==> config.mk <==
export PLATFORM = sky130hd
export DESIGN_NAME = exec_unit
export DESIGN_NICKNAME = d
export VERILOG_FILES = /design/src/logic/exec_pkg.sv /design/src/logic/alu_core.sv /design/src/logic/operand_select.sv /design/src/logic/latency_tracker.sv /design/src/logic/branch_resolve.sv /design/src/logic/exec_unit.sv
export SDC_FILE = /design/constraint.sdc
export NUM_CORES = 1
export LEC_CHECK = 0
export ABC_AREA = 1
export ABC_CLOCK_PERIOD_IN_PS = 11100
export BUFFER_PORTS_ARGS = -buffer_cell sky130_fd_sc_hd__buf_2
export CAP_MARGIN = 10
export CORE_ASPECT_RATIO = 1.75
export CORE_MARGIN = 5
export CORE_UTILIZATION = 42
export CTS_BUF_LIST = sky130_fd_sc_hd__clkbuf_2 sky130_fd_sc_hd__clkbuf_4 sky130_fd_sc_hd__clkbuf_8
export DETAILED_ROUTE_END_ITERATION = 7
export PLACE_DENSITY_LB_ADDON = 0.08
export REMOVE_ABC_BUFFERS = 1
export SKIP_LAST_GASP = 1
export SYNTH_ARGS = -nofsm -noshare
export SYNTH_HDL_FRONTEND = slang
export SYNTH_SLANG_ARGS = --single-unit
==> constraint.sdc <==
create_clock -name clk_i -period 11.1 [get_ports clk_i]
set_input_delay 2.22 -clock clk_i [delete_from_list [all_inputs] [get_ports clk_i]]
set_output_delay 2.22 -clock clk_i [all_outputs]
set_load 0.01 [all_outputs]
==> src/logic/exec_pkg.sv <==
package exec_pkg;

    //////////////////////////////////////////////////
    // Data path and bookkeeping widths
    //////////////////////////////////////////////////
    localparam int XLEN       = 32;
    localparam int SHAMT_W    = $clog2(XLEN);
    localparam int THREAD_NUM = 2;
    localparam int ROB_IDX_W  = 5;
    localparam int TAG_W      = 6;

    // Cycles from accept to result valid, 1 to 3 supported
    localparam int EX_CYCLE   = 2;

    typedef logic [XLEN-1:0]               word_t;
    typedef logic [$clog2(THREAD_NUM)-1:0] thread_idx_t;
    typedef logic [ROB_IDX_W-1:0]          rob_idx_t;
    typedef logic [TAG_W-1:0]              tag_t;
    typedef logic [2:0]                    funct3_t;

    // Branch compare codes from inst[14:12]
    localparam funct3_t BR_BEQ  = 3'b000;
    localparam funct3_t BR_BNE  = 3'b001;
    localparam funct3_t BR_BLT  = 3'b100;
    localparam funct3_t BR_BGE  = 3'b101;
    localparam funct3_t BR_BLTU = 3'b110;
    localparam funct3_t BR_BGEU = 3'b111;

    //////////////////////////////////////////////////
    // Operand selects and ALU function
    //////////////////////////////////////////////////
    typedef enum logic [1:0] {
        OPA_IS_RS1,
        OPA_IS_NPC,
        OPA_IS_PC,
        OPA_IS_ZERO
    } opa_sel_e;

    // Immediate forms follow the RV32I encodings
    typedef enum logic [2:0] {
        OPB_IS_RS2,
        OPB_IS_I_IMM,
        OPB_IS_S_IMM,
        OPB_IS_B_IMM,
        OPB_IS_U_IMM,
        OPB_IS_J_IMM
    } opb_sel_e;

    typedef enum logic [3:0] {
        ALU_ADD, ALU_SUB, ALU_AND, ALU_OR, ALU_XOR,
        ALU_SLT, ALU_SLTU, ALU_SLL, ALU_SRL, ALU_SRA
    } alu_func_e;

endpackage

==> src/logic/alu_core.sv <==
`timescale 1ns/100ps

module alu_core (
    input  exec_pkg::word_t     opa_i,
    input  exec_pkg::word_t     opb_i,
    input  exec_pkg::alu_func_e func_i,
    output exec_pkg::word_t     result_o
);
    import exec_pkg::*;

    // Signed views for SLT and SRA
    logic signed [XLEN-1:0] opa_s;
    logic signed [XLEN-1:0] opb_s;
    logic [SHAMT_W-1:0]     shamt;
    logic                   lt_signed;
    logic                   lt_unsigned;

    assign opa_s = opa_i;
    assign opb_s = opb_i;

    // Only the low bits of B count for shifts
    assign shamt = opb_i[SHAMT_W-1:0];

    assign lt_signed   = opa_s < opb_s;
    assign lt_unsigned = opa_i < opb_i;

    always_comb begin
        case (func_i)
            ALU_ADD:  result_o = opa_i + opb_i;
            ALU_SUB:  result_o = opa_i - opb_i;
            ALU_AND:  result_o = opa_i & opb_i;
            ALU_OR:   result_o = opa_i | opb_i;
            ALU_XOR:  result_o = opa_i ^ opb_i;
            // Compares give 0 or 1 in bit 0
            ALU_SLT:  result_o = {{(XLEN-1){1'b0}}, lt_signed};
            ALU_SLTU: result_o = {{(XLEN-1){1'b0}}, lt_unsigned};
            ALU_SLL:  result_o = opa_i << shamt;
            ALU_SRL:  result_o = opa_i >> shamt;
            // Sign bit fills from the left
            ALU_SRA:  result_o = opa_s >>> shamt;
            default:  result_o = '0;
        endcase
    end

endmodule

==> src/logic/operand_select.sv <==
`timescale 1ns/100ps

module operand_select (
    input  logic                  clk_i,
    input  logic                  rst_i,
    input  logic                  accept_i,
    input  exec_pkg::word_t       inst_i,
    input  exec_pkg::word_t       pc_i,
    input  exec_pkg::word_t       npc_i,
    input  exec_pkg::word_t       rs1_value_i,
    input  exec_pkg::word_t       rs2_value_i,
    input  exec_pkg::opa_sel_e    opa_sel_i,
    input  exec_pkg::opb_sel_e    opb_sel_i,
    input  exec_pkg::alu_func_e   alu_func_i,
    input  logic                  cond_br_i,
    input  logic                  uncond_br_i,
    input  exec_pkg::tag_t        tag_i,
    input  exec_pkg::rob_idx_t    rob_idx_i,
    input  exec_pkg::thread_idx_t thread_idx_i,
    output exec_pkg::word_t       opa_o,
    output exec_pkg::word_t       opb_o,
    output exec_pkg::alu_func_e   alu_func_o,
    output exec_pkg::funct3_t     funct3_o,
    output exec_pkg::word_t       rs1_o,
    output exec_pkg::word_t       rs2_o,
    output exec_pkg::word_t       pc_o,
    output exec_pkg::word_t       npc_o,
    output logic                  cond_br_o,
    output logic                  uncond_br_o,
    output exec_pkg::tag_t        tag_o,
    output exec_pkg::rob_idx_t    rob_idx_o,
    output exec_pkg::thread_idx_t thread_idx_o
);
    import exec_pkg::*;

    word_t     inst_q;
    opa_sel_e  opa_sel_q;
    opb_sel_e  opb_sel_q;

    //////////////////////////////////////////////////
    // Held instruction
    //////////////////////////////////////////////////

    // Branch flags and thread steer the squash and result fields
    always_ff @(posedge clk_i) begin
        if (rst_i) begin
            cond_br_o    <= 1'b0;
            uncond_br_o  <= 1'b0;
            thread_idx_o <= '0;
        end else if (accept_i) begin
            cond_br_o    <= cond_br_i;
            uncond_br_o  <= uncond_br_i;
            thread_idx_o <= thread_idx_i;
        end
    end

    // Payload, loaded on accept only
    always_ff @(posedge clk_i) begin
        if (accept_i) begin
            inst_q     <= inst_i;
            pc_o       <= pc_i;
            npc_o      <= npc_i;
            rs1_o      <= rs1_value_i;
            rs2_o      <= rs2_value_i;
            opa_sel_q  <= opa_sel_i;
            opb_sel_q  <= opb_sel_i;
            alu_func_o <= alu_func_i;
            tag_o      <= tag_i;
            rob_idx_o  <= rob_idx_i;
        end
    end

    assign funct3_o = inst_q[14:12];

    //////////////////////////////////////////////////
    // Operand multiplexers
    //////////////////////////////////////////////////
    always_comb begin
        case (opa_sel_q)
            OPA_IS_RS1: opa_o = rs1_o;
            OPA_IS_NPC: opa_o = npc_o;
            OPA_IS_PC:  opa_o = pc_o;
            default:    opa_o = '0;
        endcase
    end

    // Immediates sign extended from bit 31
    always_comb begin
        case (opb_sel_q)
            OPB_IS_RS2:   opb_o = rs2_o;
            OPB_IS_I_IMM: opb_o = {{20{inst_q[31]}}, inst_q[31:20]};
            OPB_IS_S_IMM: opb_o = {{20{inst_q[31]}}, inst_q[31:25], inst_q[11:7]};
            OPB_IS_B_IMM: opb_o = {{19{inst_q[31]}}, inst_q[31], inst_q[7],
                                   inst_q[30:25], inst_q[11:8], 1'b0};
            // Upper immediate, low 12 bits zero
            OPB_IS_U_IMM: opb_o = {inst_q[31:12], 12'b0};
            OPB_IS_J_IMM: opb_o = {{11{inst_q[31]}}, inst_q[31], inst_q[19:12],
                                   inst_q[20], inst_q[30:21], 1'b0};
            default:      opb_o = '0;
        endcase
    end

endmodule

==> src/logic/latency_tracker.sv <==
`timescale 1ns/100ps

module latency_tracker (
    input  logic                               clk_i,
    input  logic                               rst_i,
    input  logic                               issue_valid_i,
    input  logic                               broadcast_i,
    input  exec_pkg::thread_idx_t              thread_idx_i,
    input  logic [exec_pkg::THREAD_NUM-1:0]    br_mis_i,
    input  logic                               exception_i,
    output logic                               accept_o,
    output logic                               issue_ready_o,
    output logic                               result_valid_o
);
    import exec_pkg::*;

    // One marker bit per execute stage
    logic [EX_CYCLE-1:0] valid_sh;
    logic [EX_CYCLE-1:0] valid_sh_nxt;
    logic                squash;
    logic                stall;
    logic                ex_end;

    // Mispredict on the held instruction's thread
    assign squash = br_mis_i[thread_idx_i];

    assign result_valid_o = valid_sh[EX_CYCLE-1] && !squash;

    // Result waiting on the broadcaster
    assign stall  = result_valid_o && !broadcast_i;
    assign ex_end = result_valid_o && broadcast_i;

    // Free when empty or the held result leaves this cycle
    assign issue_ready_o = (valid_sh == '0) || ex_end;
    assign accept_o      = issue_valid_i && issue_ready_o;

    //////////////////////////////////////////////////
    // Marker shift register
    //////////////////////////////////////////////////
    always_comb begin
        if (squash) begin
            valid_sh_nxt = '0;
        end else begin
            valid_sh_nxt = valid_sh << 1;
        end
        // New accept survives a squash
        valid_sh_nxt[0] = accept_o;
    end

    always_ff @(posedge clk_i) begin
        if (rst_i) begin
            valid_sh <= '0;
        end else if (exception_i) begin
            // Flush everything in flight
            valid_sh <= '0;
        end else if (!stall) begin
            valid_sh <= valid_sh_nxt;
        end
    end

endmodule

==> src/logic/branch_resolve.sv <==
`timescale 1ns/100ps

module branch_resolve (
    input  exec_pkg::word_t   rs1_i,
    input  exec_pkg::word_t   rs2_i,
    input  exec_pkg::funct3_t funct3_i,
    input  logic              cond_br_i,
    input  logic              uncond_br_i,
    input  exec_pkg::word_t   alu_result_i,
    input  exec_pkg::word_t   npc_i,
    output logic              br_inst_o,
    output logic              br_result_o,
    output exec_pkg::word_t   br_target_o,
    output logic              write_reg_o,
    output exec_pkg::word_t   value_o
);
    import exec_pkg::*;

    logic signed [XLEN-1:0] rs1_s;
    logic signed [XLEN-1:0] rs2_s;
    logic                   cond_hit;

    assign rs1_s = rs1_i;
    assign rs2_s = rs2_i;

    // Compare on the raw register values
    always_comb begin
        case (funct3_i)
            BR_BEQ:  cond_hit = rs1_i == rs2_i;
            BR_BNE:  cond_hit = rs1_i != rs2_i;
            BR_BLT:  cond_hit = rs1_s <  rs2_s;
            BR_BGE:  cond_hit = rs1_s >= rs2_s;
            BR_BLTU: cond_hit = rs1_i <  rs2_i;
            BR_BGEU: cond_hit = rs1_i >= rs2_i;
            default: cond_hit = 1'b0;
        endcase
    end

    //////////////////////////////////////////////////
    // Result fields
    //////////////////////////////////////////////////
    assign br_inst_o   = cond_br_i || uncond_br_i;
    // Jumps always taken
    assign br_result_o = uncond_br_i || (cond_br_i && cond_hit);
    // Target comes from the shared adder
    assign br_target_o = br_inst_o ? alu_result_i : '0;

    // Link value for jumps, plain ALU result otherwise
    assign value_o     = br_inst_o ? npc_i : alu_result_i;
    assign write_reg_o = br_inst_o ? uncond_br_i : 1'b1;

endmodule

==> src/logic/exec_unit.sv <==
`timescale 1ns/100ps

module exec_unit (
    input  logic                            clk_i,
    input  logic                            rst_i,
    // Issue side
    input  logic                            issue_valid_i,
    output logic                            issue_ready_o,
    input  exec_pkg::word_t                 inst_i,
    input  exec_pkg::word_t                 pc_i,
    input  exec_pkg::word_t                 npc_i,
    input  exec_pkg::word_t                 rs1_value_i,
    input  exec_pkg::word_t                 rs2_value_i,
    input  exec_pkg::opa_sel_e              opa_sel_i,
    input  exec_pkg::opb_sel_e              opb_sel_i,
    input  exec_pkg::alu_func_e             alu_func_i,
    input  logic                            cond_br_i,
    input  logic                            uncond_br_i,
    input  exec_pkg::tag_t                  tag_i,
    input  exec_pkg::rob_idx_t              rob_idx_i,
    input  exec_pkg::thread_idx_t           thread_idx_i,
    // Broadcast side
    output logic                            result_valid_o,
    output exec_pkg::word_t                 result_pc_o,
    output exec_pkg::word_t                 result_value_o,
    output logic                            result_write_reg_o,
    output exec_pkg::tag_t                  result_tag_o,
    output exec_pkg::rob_idx_t              result_rob_idx_o,
    output exec_pkg::thread_idx_t           result_thread_idx_o,
    output logic                            br_inst_o,
    output logic                            br_result_o,
    output exec_pkg::word_t                 br_target_o,
    input  logic                            broadcast_i,
    // Recovery
    input  logic [exec_pkg::THREAD_NUM-1:0] br_mis_i,
    input  logic                            exception_i
);
    import exec_pkg::*;

    logic      accept;
    word_t     opa;
    word_t     opb;
    alu_func_e alu_func;
    funct3_t   funct3;
    word_t     rs1;
    word_t     rs2;
    word_t     npc;
    logic      cond_br;
    logic      uncond_br;
    word_t     alu_result;

    //////////////////////////////////////////////////
    // Operand stage
    //////////////////////////////////////////////////
    operand_select u_operand_select (
        .clk_i        (clk_i),             .rst_i        (rst_i),
        .accept_i     (accept),            .inst_i       (inst_i),
        .pc_i         (pc_i),              .npc_i        (npc_i),
        .rs1_value_i  (rs1_value_i),       .rs2_value_i  (rs2_value_i),
        .opa_sel_i    (opa_sel_i),         .opb_sel_i    (opb_sel_i),
        .alu_func_i   (alu_func_i),        .cond_br_i    (cond_br_i),
        .uncond_br_i  (uncond_br_i),       .tag_i        (tag_i),
        .rob_idx_i    (rob_idx_i),         .thread_idx_i (thread_idx_i),
        .opa_o        (opa),               .opb_o        (opb),
        .alu_func_o   (alu_func),          .funct3_o     (funct3),
        .rs1_o        (rs1),               .rs2_o        (rs2),
        .pc_o         (result_pc_o),       .npc_o        (npc),
        .cond_br_o    (cond_br),           .uncond_br_o  (uncond_br),
        .tag_o        (result_tag_o),      .rob_idx_o    (result_rob_idx_o),
        .thread_idx_o (result_thread_idx_o)
    );

    alu_core u_alu_core (
        .opa_i    (opa),
        .opb_i    (opb),
        .func_i   (alu_func),
        .result_o (alu_result)
    );

    // Squash follows the held instruction's thread
    latency_tracker u_latency_tracker (
        .clk_i          (clk_i),
        .rst_i          (rst_i),
        .issue_valid_i  (issue_valid_i),
        .broadcast_i    (broadcast_i),
        .thread_idx_i   (result_thread_idx_o),
        .br_mis_i       (br_mis_i),
        .exception_i    (exception_i),
        .accept_o       (accept),
        .issue_ready_o  (issue_ready_o),
        .result_valid_o (result_valid_o)
    );

    branch_resolve u_branch_resolve (
        .rs1_i        (rs1),               .rs2_i        (rs2),
        .funct3_i     (funct3),            .cond_br_i    (cond_br),
        .uncond_br_i  (uncond_br),         .alu_result_i (alu_result),
        .npc_i        (npc),               .br_inst_o    (br_inst_o),
        .br_result_o  (br_result_o),       .br_target_o  (br_target_o),
        .write_reg_o  (result_write_reg_o), .value_o     (result_value_o)
    );

endmodule

=== Yosys cells after proc, flatten, opt, wreduce, memory -nomap -nowiden ===
Cells that the tools add are included.

* Reductions and logical operators: 16
* Add/subtract/negate cells: 2
* Equality and inequality tests: 23
* Order comparisons: 7
* Mux-type cells: 10
* Shift operators: 3
* Bitwise gates (word level): 3

{| class="wikitable"
|+ Operator list
! cell !! count
|-
| one-hot mux 32 bit (10 select lines) || 1
|-
| one-hot mux 32 bit (6 select lines) || 1
|-
| < comparator 32 bit || 4
|-
| one-hot mux 32 bit (3 select lines) || 1
|-
| greater-or-equal comparator 32 bit || 2
|-
| two-way mux 32 bit || 2
|-
| adder 32 bit || 1
|-
| bitwise AND 32 bit || 1
|-
| equality test 32 bit || 1
|-
| inequality test 32 bit || 1
|-
| OR 32 bit || 1
|-
| << shifter 32 x 5 -> 32 bit || 1
|-
| >> shifter 32 x 5 -> 32 bit || 1
|-
| >>> shifter 32 x 5 -> 32 bit || 1
|-
| subtractor 32 bit || 1
|-
| bitwise XOR 32 bit || 1
|-
| equality test 3 bit, second input constant || 6
|-
| equality test 4 x 3 -> 1 bit, second input constant || 4
|-
| equality test 4 x 2 -> 1 bit, second input constant || 2
|-
| equality test 4 bit, second input constant || 2
|-
| equality test 3 x 1 -> 1 bit, second input constant || 2
|-
| equality test 3 x 2 -> 1 bit, second input constant || 2
|-
| zero test 3 bit || 2
|-
| one-hot mux 1 bit (6 select lines) || 1
|-
| 12 further kinds || 22
|}

* Register bits after elaboration: 185
* Output and inout bits: 113
* Word-level logic and storage cells: 78
* Input port bits: 190

=== Depth between registers and ports, before layout ===
* Word-level depth: 7
* Mapped depth: 28
* Mapped depth without buffers: 27

=== Cells and area by module ===
From an unflattened synthesis, not the netlist that was laid out.

* Cells, all modules: 2909
* Area total of the unflattened synthesis: 18192.4 µm²

{| class="wikitable"
|+ By module, submodules not included
! module !! area an instance (µm²) !! seq. area each (µm²) !! instances !! cells each
|-
| alu_core || 9979.6 || 0.0 || 1 || 2107
|-
| operand_select || 6482.5 || 5255.0 || 1 || 467
|-
| branch_resolve || 1586.5 || 0.0 || 1 || 315
|-
| latency_tracker || 143.9 || 40.0 || 1 || 20
|}

=== Worst setup path before layout ===
No wires, ideal clock.

* Path type: in2reg
* From: in br_mis_i[1] (netlist bit)
* To: reg u_operand_select.alu_func_o[0], enable pin
* Data required time: 10.575 ns
* Setup time: 0.525 ns
* Buffers on the path: 0
* Cell stages on the path: 9
* Data arrival time: 6.329 ns
* Setup slack: 4.245 ns
* Cells stage by stage: nand2_1 nand2_1 inv_1 nand2_1 inv_1 nand2_1 o21ai_0 nand2_1 inv_1

* Longest elaborated chain between the ends: 7

{| class="wikitable"
|+ RTL lines
! element !! RTL line !! source
|-
| from (decl) || exec_unit.sv:35 || <nowiki>input logic [exec_pkg::THREAD_NUM-1:0] br_mis_i,</nowiki>
|-
| two-way mux 1 bit (not written as such) (2 in a row) || latency_tracker.sv:25 || <nowiki>assign squash = br_mis_i[thread_idx_i];</nowiki>
|-
| zero test 1 bit || latency_tracker.sv:27 || <nowiki>assign result_valid_o = valid_sh[EX_CYCLE-1] && !squash;</nowiki>
|-
| logical AND 1 bit || latency_tracker.sv:27 ||
|-
| net result_valid_o || exec_unit.sv:23 || <nowiki>output logic result_valid_o,</nowiki>
|-
| logical AND 1 bit || latency_tracker.sv:31 || <nowiki>assign ex_end = result_valid_o && broadcast_i;</nowiki>
|-
| logical OR 1 bit || latency_tracker.sv:34 || <nowiki>assign issue_ready_o = (valid_sh == '0) || ex_end;</nowiki>
|-
| net issue_ready_o || exec_unit.sv:8 || <nowiki>output logic issue_ready_o,</nowiki>
|-
| logical AND 1 bit || latency_tracker.sv:35 || <nowiki>assign accept_o = issue_valid_i && issue_ready_o;</nowiki>
|-
| net accept || exec_unit.sv:40 || <nowiki>logic accept;</nowiki>
|-
| to (signal assigned) || operand_select.sv:67 || <nowiki>alu_func_o <= alu_func_i;</nowiki>
|-
| to (decl) || operand_select.sv:22 || <nowiki>output exec_pkg::alu_func_e alu_func_o,</nowiki>
|}

The timed path passes the listed nets, and every way through them passes these cells. The select of a mux whose other input is x is not followed.
A chain may end at the register's enable or synchronous reset.

=== Worst setup path in the final report ===
* From: reg u_operand_select.opb_sel_q[1]
* To: out result_value_o[18]

* Longest elaborated chain between the ends: 5
* Elaborated cells on any way between the ends: 17
* Classes of those cells: add/sub (2); eq/ne (5); shift (3); mux (3); bitwise (3); reduce/logical (1)

{| class="wikitable"
|+ RTL lines
! element !! RTL line !! source
|-
| from (decl) || operand_select.sv:38 || <nowiki>opb_sel_e opb_sel_q;</nowiki>
|-
| from (signal assigned) || operand_select.sv:66 || <nowiki>opb_sel_q <= opb_sel_i;</nowiki>
|-
| equality test 3 bit (tied with other cells) || operand_select.sv:89 || <nowiki>case (opb_sel_q)</nowiki>
|-
| one-hot mux 32 bit (6 select lines) (*) || operand_select.sv:89 ||
|-
| subtractor 32 bit (tied with other cells) || alu_core.sv:30 || <nowiki>ALU_SUB: result_o = opa_i - opb_i;</nowiki>
|-
| one-hot mux 32 bit (10 select lines) (*) || alu_core.sv:28 || <nowiki>case (func_i)</nowiki>
|-
| two-way mux 32 bit (*) || branch_resolve.sv:49 || <nowiki>assign value_o = br_inst_o ? npc_i : alu_result_i;</nowiki>
|-
| to (decl) || exec_unit.sv:25 || <nowiki>output exec_pkg::word_t result_value_o,</nowiki>
|}

Mark *: on every way between the ends. The rest lies on a longest branch, timed or not.

==> results.toml <==
[power]
vdd_ir_drop_max_mv = 0.138
total_power_uw = 2490
power_density_nw_per_um2 = 121
p_leak_uw = 0.0106

[grt]
grt_pass1_wl_um = 129000
grt_use_met3_pct = 5.99
grt_pass1_vias = 20500
grtUsageMet1_pct = 37.4
grt_max_degree = 89
busiest_layer = "met2"
grt_overflow_total = 0
antenna_found_initial = 1
track_usage_pct = 36.3
grt_use_met2_pct = 65.4

[run]
drv_cap = 0

[critical_path]
cpPeakStageDelay_ns = 0.85
critical_path.most_common_cell = "nand2_1"
crit_path_max_fanout = 9
path_cells = "nor2_4 > inv_1 > nor2_1 > clkinv_1 > nand2_1 > nand2_1 > nor3b_1 > ha_1 > inv_1 > a21oi_1 > o21ai_0 > a21oi_1 > nand4_1 > nand3_1 > nand2_1 > nor2_1 > nand4_1 > nand2_1 > nand2_1 > buf_2"
critPathTopFamily = "simple AND/OR/NAND/NOR gates"
crit_slowest_cell = "nor3b_1"
worst-r2r-cell-count = 11
crit_arrival_ns = 5.70
r2r-end = "u_operand_select.npc_o[24]$_DFFE_PP_"
crit_path_end_kind = "primary output"
r2r_start = "u_operand_select.thread_idx_o$_SDFFE_PP0P_"
crit_required_ns = 8.88
worst-path-buf-inv = 4
crit_type = "reg -> out"
r2r_slack_ns = 7.74
cp-start-kind = "flop"
crit_start = "u_operand_select.opb_sel_q[1]$_DFFE_PP_"

[clock_network]
hold_buffers = 0
cts_buffer_depth = 2
htree_levels = 4
clock-root-buffer = "clkbuf_8"
cts_buffers = 17
cts.sink_count = 178
clk_pin_slew_ns = 0.11
cts_tree = "built"
ctsResizeCount = 0
worstSkewPairLatency_ns = 0.51
cts_setup_buffers = 0

[routing]
ant_nets = 0
dr_total_vias = 20900
routed_wl_um = 90600
drc = 0
drt_pre_antenna_iters = 8
post_drt_wl_per_cell_um = 24.9
vias_per_cell = 5.74
drt_iter0_drc = 2297

[synth]
synth_xor_area_share_pct = 0.143
yosys_register_bits = 178
synth_edf_count = 173
synthSimpleGateAreaFrac_pct = 39.6
synth-async-reset-ratio_pct = 0
synth-adder-area-share_pct = 9.13
yosysSeqAreaShare_pct = 28.8
synth_top_family_by_area = "simple AND/OR/NAND/NOR gates"
synthMuxAreaShare_pct = 0
syn-cell-area_um2 = 18400
synth.distinct_cells = 59
synth_compound_area_share_pct = 11.8
synth.avg_cell_area_um2 = 6.50
syn_inst = 2829
ys_warn_count = 0
synthFlopType = "edfxtp_1"

[die]
die_x_um = 168
die_h_um = 287
io_pins = 303
core_area_um2 = 43300
die-area_um2 = 48200
start_util_pct = 42.4
rows = 101

[timing]
maxSlewHeadroom_pct = 18.4
setup_viol = 0
slew_viol_final = 0
worst_pin_slew_ns = 1.21
rsz0062_at_grt = "no"
finalHoldViolations = 0
fin_crit_sh_pct = 71.3
setup_tns_ns = 0
fin_skew_ns = 0.0236
fmax_mhz = 126
finalWorstSetupSlack_ns = 3.18
fin_crit_ns = 7.92

[layout]
stdcell_area_um2 = 20600
nets = 3381
syn2layout_area_growth_pct = 12.0
multiInputGateArea_um2 = 11200
nFillCells = 4646
regArea_um2 = 5300
drive_gt1_share_pct = 14.5
mostFrequentLayoutCells = "nand2_1 (870), nand3_1 (388), inv_1 (335)"
layout_commonest_cell = "nand2_1"

[place]
hpwl_um = 73700
place_ws_ns = 3.74
io_buffers = 295
dpl_cell_area_um2 = 20200
gp_congestion = 1.05

[run_status]
status = "finished clean"

[hold_path]
hold_path.class = "reg -> reg"
min_path_cells = 2
whs_endpoint = "u_latency_tracker.valid_sh[1]$_SDFFE_PP0N_"
hold_start = "u_latency_tracker.valid_sh[0]$_SDFFE_PP0N_"
layer usage:
| metal | vias to the layer above | wire (µm) |
|---|---|---|
| met4 | 0 | 8290 |
| met1 | 9745 | 30500 |
| met5 | - | 0 |
| met2 | 1041 | 45800 |
| met3 | 306 | 6040 |
| li1 | 9781 | - |
metrics by stage:
stage / utilization, % / hold slack, ns / std cells
floorplan: - / 0.449 / 2721
detailed placement: 46.5 / 0.476 / 3605
finish: 47.5 / 0.478 / 3638
global placement: 46.5 / 0.463 / 3605
CTS: 47.5 / 0.485 / 3637
global route: 47.5 / 0.507 / 3638
synthesized netlist by cell type (all sizes together), types with 2 or more instances:
library cell  count  area, µm²
a21boi            6       45.0
a21o              7       52.6
a21oi           150        766
a221oi           10       87.6
a31oi             8       50.1
and2              4       25.0
buf              73        473
clkbuf           35        135
clkinv            3       11.3
dfxtp             5        100
edfxtp          173       5190
fa                2       40.0
ha              131       1640
inv             351       1320
nand2           894       3430
nand3           403       2090
nand3b            8       63.8
nand4            28        175
nor2            298       1220
nor3             25        130
nor3b             8       60.1
nor4              8       50.1
o211a             2       20.0
o211ai           20        179
o21a              5       37.5
o21ai           116        592
o21bai           12        101
o221ai            3       26.3
o22ai            29        181
o31ai             2       15.0
or2               3       18.8
xor2              3       26.3
how the worst max path moves through the flow:
stage                                                           to  slack, ns  cells past startpoint
after global placement                          result_value_o[18]       3.77                     20
final                                           result_value_o[18]       3.18                     20
after detailed placement                        result_value_o[18]       3.74                     20
after global routing                            result_value_o[18]       2.99                     20
after floorplan           u_operand_select.alu_func_o[0]$_DFFE_PP_       4.25                      9
after CTS                                       result_value_o[18]       3.17                     20
layout make-up:
| class | instances | share of cell area, % |
|---|---|---|
| tap | 566 | 3.44 |
| sequential | 178 | 25.7 |
| clock buffer | 17 | 1.14 |
| multi-input combinational | 2189 | 54.3 |
| clock inverter | 15 | 0.912 |
| timing repair buffer | 318 | 8.01 |
| antenna | 1 | 0.0122 |
| inverter | 354 | 6.48 |
worst min-delay path, delay by kind of cell, from the launching register on:
| family | cells | cell delay, ns |
|---|---|---|
| DFF | 1 | 0.34 |
| and+or+nand+nor | 1 | 0.07 |
| AOI/OAI and AO/OA | 1 | 0.06 |
kinds of logic after synthesis:
kind of cell | count (synthesis)
simple gates | 1680
compound gates | 373
fa+ha+maj | 133
xor+xnor | 3
flops | 178
buf+inv | 462
sequential cells by signal, summed over array words and instances (netlist names):
| signal | count |
|---|---|
| u_operand_select.npc_o | 32 |
| u_operand_select.pc_o | 32 |
| u_operand_select.rs1_o | 32 |
| u_operand_select.rs2_o | 32 |
| u_operand_select.inst_q | 25 |
| u_operand_select.tag_o | 6 |
| u_operand_select.rob_idx_o | 5 |
| u_operand_select.alu_func_o | 4 |
| u_operand_select.opb_sel_q | 3 |
| u_latency_tracker.valid_sh | 2 |
| u_operand_select.opa_sel_q | 2 |
| u_operand_select.cond_br_o | 1 |
| u_operand_select.thread_idx_o | 1 |
| u_operand_select.uncond_br_o | 1 |
power by group:
group / switching [µW] / leakage [µW] / internal, µW
combinational: 883 / 0.00872 / 329
sequential: 22.0 / 0.00172 / 787
clock: 292 / 0.000210 / 174
(Power assumes the default switching activity.)
